$ cat src/common/pe_column_pkg.sv
/*
 * Default sizes and width helpers for the PE column.
 * Operands are unsigned. Widths hold the exact dot product with no rounding.
 */
`default_nettype none

package pe_column_pkg;

	//////////////////////////////////////////////////////////////
	// default column size
	//////////////////////////////////////////////////////////////
	parameter int DEF_LANES = 8;
	parameter int DEF_A_W = 8;
	parameter int DEF_W_W = 8;

	//////////////////////////////////////////////////////////////
	// width helpers
	//////////////////////////////////////////////////////////////

	// lane select, never narrower than one bit
	function automatic int addr_width(input int lanes);
		return (lanes > 1) ? $clog2(lanes) : 1;
	endfunction

	// popcount over lanes takes lanes + 1 values
	function automatic int count_width(input int lanes);
		return $clog2(lanes + 1);
	endfunction

	// product bits plus the growth of the lane sum
	function automatic int sum_width(input int lanes, input int a_w, input int w_w);
		return a_w + w_w + $clog2(lanes);
	endfunction

endpackage

`default_nettype wire

$ cat src/column_accumulator/bitplane_counter.sv
/*
 * Cross-lane popcount of every product bit position.
 * Counts are registered on advance as the first pipeline stage.
 * Each count is count_width(LANES) bits wide, position 0 in the low bits.
 */
`timescale 1ns/1ps
`default_nettype none

module bitplane_counter import pe_column_pkg::*; #(
	parameter int LANES = DEF_LANES,
	parameter int A_W = DEF_A_W,
	parameter int W_W = DEF_W_W
)(
	input  wire logic                                     CLK,
	input  wire logic                                     RESET,
	input  wire logic                                     advance,
	input  wire logic [LANES*(A_W+W_W)-1:0]               planes,
	output logic      [(A_W+W_W)*count_width(LANES)-1:0]  counts
);

	localparam int P_W = A_W + W_W;
	localparam int CNT_W = count_width(LANES);

	logic [P_W*CNT_W-1:0] counts_next;

	//////////////////////////////////////////////////////////////
	// one adder tree per bit plane
	//////////////////////////////////////////////////////////////
	for (genvar j = 0; j < P_W; j++) begin : g_plane
		logic [CNT_W-1:0] pop;

		always_comb begin
			pop = '0;
			// walk the lanes, picking bit j of each product
			for (int l = 0; l < LANES; l++) begin
				pop = pop + CNT_W'(planes[l*P_W + j]);
			end
		end

		assign counts_next[j*CNT_W +: CNT_W] = pop;
	end

	//////////////////////////////////////////////////////////////
	// stage 1 register
	//////////////////////////////////////////////////////////////
	always_ff @(posedge CLK) begin
		if (!RESET) begin
			counts <= '0;
		end else if (advance) begin
			counts <= counts_next;
		end
	end

endmodule

`default_nettype wire

$ cat src/column_accumulator/position_decoder.sv
/*
 * Weights each plane count by 2**position and sums into the result.
 * The result is the exact unsigned dot product, registered on advance.
 * sum_width leaves room for the worst case of all operands at maximum.
 */
`timescale 1ns/1ps
`default_nettype none

module position_decoder import pe_column_pkg::*; #(
	parameter int LANES = DEF_LANES,
	parameter int A_W = DEF_A_W,
	parameter int W_W = DEF_W_W
)(
	input  wire logic                                     CLK,
	input  wire logic                                     RESET,
	input  wire logic                                     advance,
	input  wire logic [(A_W+W_W)*count_width(LANES)-1:0]  counts,
	output logic      [sum_width(LANES, A_W, W_W)-1:0]    result
);

	localparam int P_W = A_W + W_W;
	localparam int CNT_W = count_width(LANES);
	localparam int SUM_W = sum_width(LANES, A_W, W_W);

	logic [SUM_W-1:0] sum;

	//////////////////////////////////////////////////////////////
	// shift and add
	//////////////////////////////////////////////////////////////
	// every partial sum stays below the final dot product,
	// so the running total never wraps in SUM_W bits
	always_comb begin
		sum = '0;
		for (int j = 0; j < P_W; j++) begin
			sum = sum + (SUM_W'(counts[j*CNT_W +: CNT_W]) << j);
		end
	end

	//////////////////////////////////////////////////////////////
	// stage 2 register
	//////////////////////////////////////////////////////////////
	always_ff @(posedge CLK) begin
		if (!RESET) begin
			result <= '0;
		end else if (advance) begin
			result <= sum;
		end
	end

endmodule

`default_nettype wire

$ cat src/logic/lane_array.sv
/*
 * Per-lane unsigned multipliers, each product shown as its bit planes.
 * Products are combinational from a and the stored weights.
 * a_right forwards the activations to the next column on advance.
 */
`timescale 1ns/1ps
`default_nettype none

module lane_array import pe_column_pkg::*; #(
	parameter int LANES = DEF_LANES,
	parameter int A_W = DEF_A_W,
	parameter int W_W = DEF_W_W
)(
	input  wire logic                          CLK,
	input  wire logic                          RESET,
	input  wire logic                          advance,
	input  wire logic [LANES*A_W-1:0]          a,
	input  wire logic [LANES*W_W-1:0]          weights,
	output logic      [LANES*(A_W+W_W)-1:0]    planes,
	output logic      [LANES*A_W-1:0]          a_right
);

	localparam int P_W = A_W + W_W;

	//////////////////////////////////////////////////////////////
	// multipliers
	//////////////////////////////////////////////////////////////
	for (genvar i = 0; i < LANES; i++) begin : g_mul
		logic [P_W-1:0] a_ext;
		logic [P_W-1:0] w_ext;

		assign a_ext = P_W'(a[i*A_W +: A_W]);
		assign w_ext = P_W'(weights[i*W_W +: W_W]);

		// bit k of this vector belongs to plane k
		assign planes[i*P_W +: P_W] = a_ext * w_ext;
	end

	//////////////////////////////////////////////////////////////
	// forwarding to the neighbour column
	//////////////////////////////////////////////////////////////
	always_ff @(posedge CLK) begin
		if (!RESET) begin
			a_right <= '0;
		end else if (advance) begin
			a_right <= a;
		end
	end

endmodule

`default_nettype wire

$ cat src/logic/pe_column_top.sv
/*
 * One PE column of the bit-plane dot-product array.
 * result lags a by two advance edges, a_right by one.
 * en low or a load cycle freezes every pipeline register.
 */
`timescale 1ns/1ps
`default_nettype none

module pe_column_top import pe_column_pkg::*; #(
	parameter int LANES = DEF_LANES,
	parameter int A_W = DEF_A_W,
	parameter int W_W = DEF_W_W
)(
	input  wire logic                                   CLK,
	input  wire logic                                   RESET,
	input  wire logic                                   en,
	input  wire logic                                   load_en,
	input  wire logic [addr_width(LANES)-1:0]           address,
	input  wire logic [W_W-1:0]                         w,
	input  wire logic [LANES*A_W-1:0]                   a,
	output logic      [LANES*A_W-1:0]                   a_right,
	output logic      [sum_width(LANES, A_W, W_W)-1:0]  result
);

	localparam int P_W = A_W + W_W;
	localparam int CNT_W = count_width(LANES);

	logic [LANES*W_W-1:0] weights;
	logic                 advance;
	logic [LANES*P_W-1:0] planes;
	logic [P_W*CNT_W-1:0] counts;

	//////////////////////////////////////////////////////////////
	// weights and control
	//////////////////////////////////////////////////////////////
	weight_bank #(
		.LANES(LANES),
		.W_W(W_W)
	) weight_bank_i (
		.CLK(CLK),
		.RESET(RESET),
		.en(en),
		.load_en(load_en),
		.address(address),
		.w(w),
		.weights(weights),
		.advance(advance)
	);

	lane_array #(
		.LANES(LANES),
		.A_W(A_W),
		.W_W(W_W)
	) lane_array_i (
		.CLK(CLK),
		.RESET(RESET),
		.advance(advance),
		.a(a),
		.weights(weights),
		.planes(planes),
		.a_right(a_right)
	);

	//////////////////////////////////////////////////////////////
	// accumulation pipeline
	//////////////////////////////////////////////////////////////
	bitplane_counter #(
		.LANES(LANES),
		.A_W(A_W),
		.W_W(W_W)
	) bitplane_counter_i (
		.CLK(CLK),
		.RESET(RESET),
		.advance(advance),
		.planes(planes),
		.counts(counts)
	);

	position_decoder #(
		.LANES(LANES),
		.A_W(A_W),
		.W_W(W_W)
	) position_decoder_i (
		.CLK(CLK),
		.RESET(RESET),
		.advance(advance),
		.counts(counts),
		.result(result)
	);

endmodule

`default_nettype wire

$ cat src/logic/weight_bank.sv
/*
 * Addressed weight registers and the column's advance strobe.
 * A write lands one edge after the load cycle.
 * Addresses at or above LANES match no lane and write nothing.
 */
`timescale 1ns/1ps
`default_nettype none

module weight_bank import pe_column_pkg::*; #(
	parameter int LANES = DEF_LANES,
	parameter int W_W = DEF_W_W
)(
	input  wire logic                          CLK,
	input  wire logic                          RESET,
	input  wire logic                          en,
	input  wire logic                          load_en,
	input  wire logic [addr_width(LANES)-1:0]  address,
	input  wire logic [W_W-1:0]                w,
	output logic      [LANES*W_W-1:0]          weights,
	output logic                               advance
);

	localparam int ADDR_W = addr_width(LANES);

	logic wr;

	// a load cycle freezes the pipeline, so the two are exclusive
	assign wr = en & load_en;
	assign advance = en & ~load_en;

	for (genvar i = 0; i < LANES; i++) begin : g_lane
		logic [W_W-1:0] w_q;

		always_ff @(posedge CLK) begin
			if (!RESET) begin
				w_q <= '0;
			end else if (wr && address == ADDR_W'(i)) begin
				w_q <= w;
			end
		end

		assign weights[i*W_W +: W_W] = w_q;
	end

endmodule

`default_nettype wire

$ cat config.mk
export PLATFORM = sky130hd
export DESIGN_NAME = pe_column_top
export DESIGN_NICKNAME = d
export VERILOG_FILES = /design/src/common/pe_column_pkg.sv /design/src/column_accumulator/bitplane_counter.sv /design/src/column_accumulator/position_decoder.sv /design/src/logic/lane_array.sv /design/src/logic/pe_column_top.sv /design/src/logic/weight_bank.sv
export SDC_FILE = /design/constraint.sdc
export NUM_CORES = 2
export LEC_CHECK = 0
export ABC_AREA = 0
export ABC_CLOCK_PERIOD_IN_PS = 24300
export BUFFER_PORTS_ARGS = -buffer_cell sky130_fd_sc_hd__buf_4
export CAP_MARGIN = 10
export CORE_UTILIZATION = 40
export CTS_CLUSTER_DIAMETER = 100
export DETAILED_ROUTE_END_ITERATION = 12
export GPL_TIMING_DRIVEN = 0
export MAX_ROUTING_LAYER = met4
export RECOVER_POWER = 25
export SYNTH_ARGS = -nofsm -noshare
export SYNTH_HDL_FRONTEND = slang
export SYNTH_SLANG_ARGS = --single-unit
$ cat constraint.sdc
create_clock -name CLK -period 24.3 [get_ports CLK]
set_input_delay 7.29 -clock CLK [delete_from_list [all_inputs] [get_ports CLK]]
set_output_delay 7.29 -clock CLK [all_outputs]
set_load 0.01 [all_outputs]
==> flow_metrics.py <==
metrics = {
    "floorplan": {
        "start_util_pct": 40.6,
        "die_y_um": 272,
        "placementRows": 98,
        "ios": 162,
        "core_um2": 71900,
        "die_w_um": 272,
        "die_area_um2": 74000,
    },
    "hold_path": {
        "min_path_type": "reg2reg",
        "hold-path-endpoint": "lane_array_i.a_right[0]",
        "worstHoldStart": "lane_array_i.a_right[0]",
        "hold_depth": 2,
    },
    "final_layout": {
        "final_util_pct": 44.9,
        "layout_common_cells": "inv_1 (493), nand2_1 (461), fa_1 (381)",
        "drive_above_1_share_pct": 5.32,
        "syn_to_final_growth_pct": 10.7,
        "nets": 4303,
        "fill_cells": 7309,
        "final_common_cell": "inv_1",
    },
    "clocking": {
        "cts_hold_buf": 0,
        "root_buffer": "clkbuf_16",
        "ctsHtreeMaxLevel": 1,
        "cts_sinks": 211,
        "postCtsResizedCells": 0,
        "cts_tree": "built",
        "clock_latency_ns": 0.61,
        "cts_buffers": 31,
        "clkTransAtPathRegs_ns": 0.06,
        "clock_path_buffers": 3,
        "cts_setup_buffers": 0,
    },
    "status": {
        "status": "finished clean",
    },
    "critical_path": {
        "worst-path-buf-inv": 5,
        "cp-startpoint": "a[5]",
        "required_ns": 24.77,
        "cp-start-kind": "input port",
        "rrSetupSlack_ns": 17.08,
        "r2r_cells": 22,
        "r2r-start": "weight_bank_i.g_lane[0].w_q[2]",
        "setup.worst_path.end_class": "flop",
        "reg2reg_to": "bitplane_counter_i.counts[53]",
        "crit_type": "in2reg",
        "crit_slowest_cell": "o311ai_1",
        "crit_fanout": 9,
        "cp_top_family": "adder cells",
        "crit_top_cell": "fa_1",
        "crit_chain": "buf_4, and2_1, fa_1, inv_1, fa_1, fa_1, fa_1, inv_1, ha_1, a21o_1, nand2_1, and3_1, or2_2, o311ai_1, ha_1, fa_1, fa_1, inv_1, fa_1, inv_1, fa_1, nand2_1, a21boi_0",
        "max_stage_delay_ns": 0.67,
        "arrival_ns": 14.13,
    },
    "route": {
        "drtIter0Drc": 1286,
        "drt_pass1_iterations": 5,
        "drt_wl_total_um": 82400,
        "ant_nets": 0,
        "wl_per_cell_um": 18.5,
        "drc": 0,
        "viasPerCell": 5.09,
        "num_vias": 22600,
    },
    "timing": {
        "rsz0062_at_grt": "no",
        "fmax_ghz": 0.0732,
        "skew_ns": 0.0236,
        "tns_ns": 0,
        "hold_violations": 0,
        "relSlewSlack_pct": 16.1,
        "setup_viol": 0,
        "finalCriticalPeriod_ns": 13.66,
        "timing.final.crit_share_pct": 56.2,
        "maxSlewViolCount": 0,
        "worstMarginPinSlew_ns": 1.26,
    },
    "yosys": {
        "async_flop_share_pct": 0,
        "synth_area_per_cell_um2": 8.84,
        "synth_ff_type": "dfxtp_1",
        "synthDistinctLibCells": 72,
        "syn_nets": 4130,
        "syn_area_um2": 29200,
        "ys_seq_elements": 211,
        "ys_warn_count": 0,
        "yosysSeqAreaShare_pct": 14.5,
        "synth_edf_count": 0,
        "netlist_instances": 3300,
    },
    "global_routing": {
        "grtUsageTotal_pct": 23.3,
        "grt_pass1_vias": 22500,
        "grt_overflow": 0,
        "antenna_found_initial": 3,
        "grt_pass1_wl_um": 130000,
        "grt_max_degree": 16,
    },
    "pwr": {
        "switching_share_pct": 31.1,
        "seq_power_share_pct": 36.4,
        "p_comb_share_pct": 18.0,
        "pwr-share-clk_pct": 45.7,
        "power_density_nw_per_um2": 31.1,
        "p_int_mw": 0.692,
        "p_leak_nw": 16.1,
        "peakVddDrop_uv": 46.2,
        "p_sw_mw": 0.313,
    },
    "placement": {
        "routabilityCongestion": 0.955,
        "hpwl_um": 67200,
        "port_buffers": 137,
    },
    "run": {
        "max_cap_violations": 0,
    },
}
[synth_stat cells (17+ instances only)]
| cell type | number | area (um^2) |
|---|---|---|
| o21a_1 | 24 | 180 |
| dfxtp_1 | 211 | 4220 |
| nand2_1 | 461 | 1730 |
| inv_1 | 493 | 1850 |
| fa_1 | 381 | 7630 |
| xor2_1 | 47 | 412 |
| nor3_1 | 35 | 175 |
| and2_1 | 370 | 2310 |
| a21oi_1 | 81 | 405 |
| nand3_1 | 37 | 185 |
| nor2_1 | 57 | 214 |
| clkbuf_1 | 103 | 387 |
| ha_1 | 370 | 4630 |
| mux2i_1 | 67 | 671 |
| or3_1 | 17 | 106 |
| nor2b_1 | 80 | 500 |
| o21ai_0 | 48 | 240 |
| a21boi_0 | 103 | 773 |
| a21o_1 | 24 | 180 |
| xnor2_1 | 45 | 394 |
| o211a_1 | 24 | 240 |
[layer usage]
| metal | part of all wire, % | global-route usage [%] | wire [um] |
|---|---|---|---|
| met1 | 46 | 30.8 | 37800 |
| met2 | 47 | 38.4 | 39100 |
| met5 | 0 | - | 0 |
| met3 | 3.9 | 2.24 | 3250 |
| met4 | 2.8 | 5.60 | 2310 |
[sequential cells by signal, summed over array words and instances, names as in the netlist]
name and cells:
bitplane_counter_i.counts 64, lane_array_i.a_right 64, position_decoder_i.result 19, weight_bank_i.g_lane.w_q 64
[worst register-to-register path, delay by kind of cell, from the launching register on]
family	cells	cell delay [ns]
DFF	1	0.40
AOI/OAI and AO/OA	3	0.89
buffers and inverters	4	0.25
adders and majority gates	10	4.67
and+or+nand+nor	5	0.89
[metrics by stage]
| stage | worst slack (ns) | total power, mW | instance area [um^2] | std cells | hold WS, ns |
|---|---|---|---|---|---|
| 2_1_floorplan | 11.05 | 0.472 | 29200 | 3300 | 0.441 |
| 3_3_place_gp | 10.04 | 0.554 | 31400 | 4387 | 0.452 |
| 3_5_place_dp | 10.03 | 0.556 | 31400 | 4390 | 0.459 |
| 4_1_cts | 10.65 | 1.02 | 32400 | 4446 | 0.467 |
| 5_1_grt | 10.37 | 1.05 | 32300 | 4446 | 0.481 |
| 6_report | 10.64 | 1.00 | 32300 | 4447 | 0.462 |
[cells by family (layout without fill, tap and decap cells)]
logic type / count (synthesis) / in the layout / synth area share [%]
and+or+nand+nor: 1146 / 1146 / 20.1
adders and majority gates: 751 / 751 / 42.0
buffers and inverters: 613 / 809 / 7.94
AOI/OAI and AO/OA: 419 / 419 / 10.3
DFF: 211 / 211 / 14.5
xor gates and xnor gates: 92 / 92 / 2.76
muxes: 68 / 68 / 2.34
other: 0 / 1 / 0
[worst max-delay path by stage]
| stage | end | slack, ns | cells past startpoint |
|---|---|---|---|
| global placement | bitplane_counter_i.counts[62] | 10.04 | 23 |
| CTS | bitplane_counter_i.counts[62] | 10.65 | 23 |
| floorplan | bitplane_counter_i.counts[53] | 11.05 | 22 |
| finish | bitplane_counter_i.counts[53] | 10.64 | 23 |
| detailed placement | bitplane_counter_i.counts[62] | 10.03 | 23 |
| global route | bitplane_counter_i.counts[49] | 10.37 | 22 |
[power by group through the flow]
stage	logic, mW	clock network (mW)	registers (mW)
after floorplan	0.0988	0	0.374
after global placement	0.181	0	0.373
after detailed placement	0.183	0	0.373
after CTS	0.184	0.472	0.365
after global routing	0.199	0.482	0.367
final	0.180	0.459	0.365
[final cells by class]
type	count	area, um^2	area share, %
clock buffer	40	860	2.66
inverter	493	1850	5.73
clock inverter	16	158	0.488
timing repair buffer	140	908	2.81
antenna	1	2.50	0.00775
multi-input combinational	2476	22600	70.1
tap	950	1190	3.68
sequential	211	4220	13.1
buffer	120	465	1.44
Note: power is estimated with default switching activity, not from simulation.
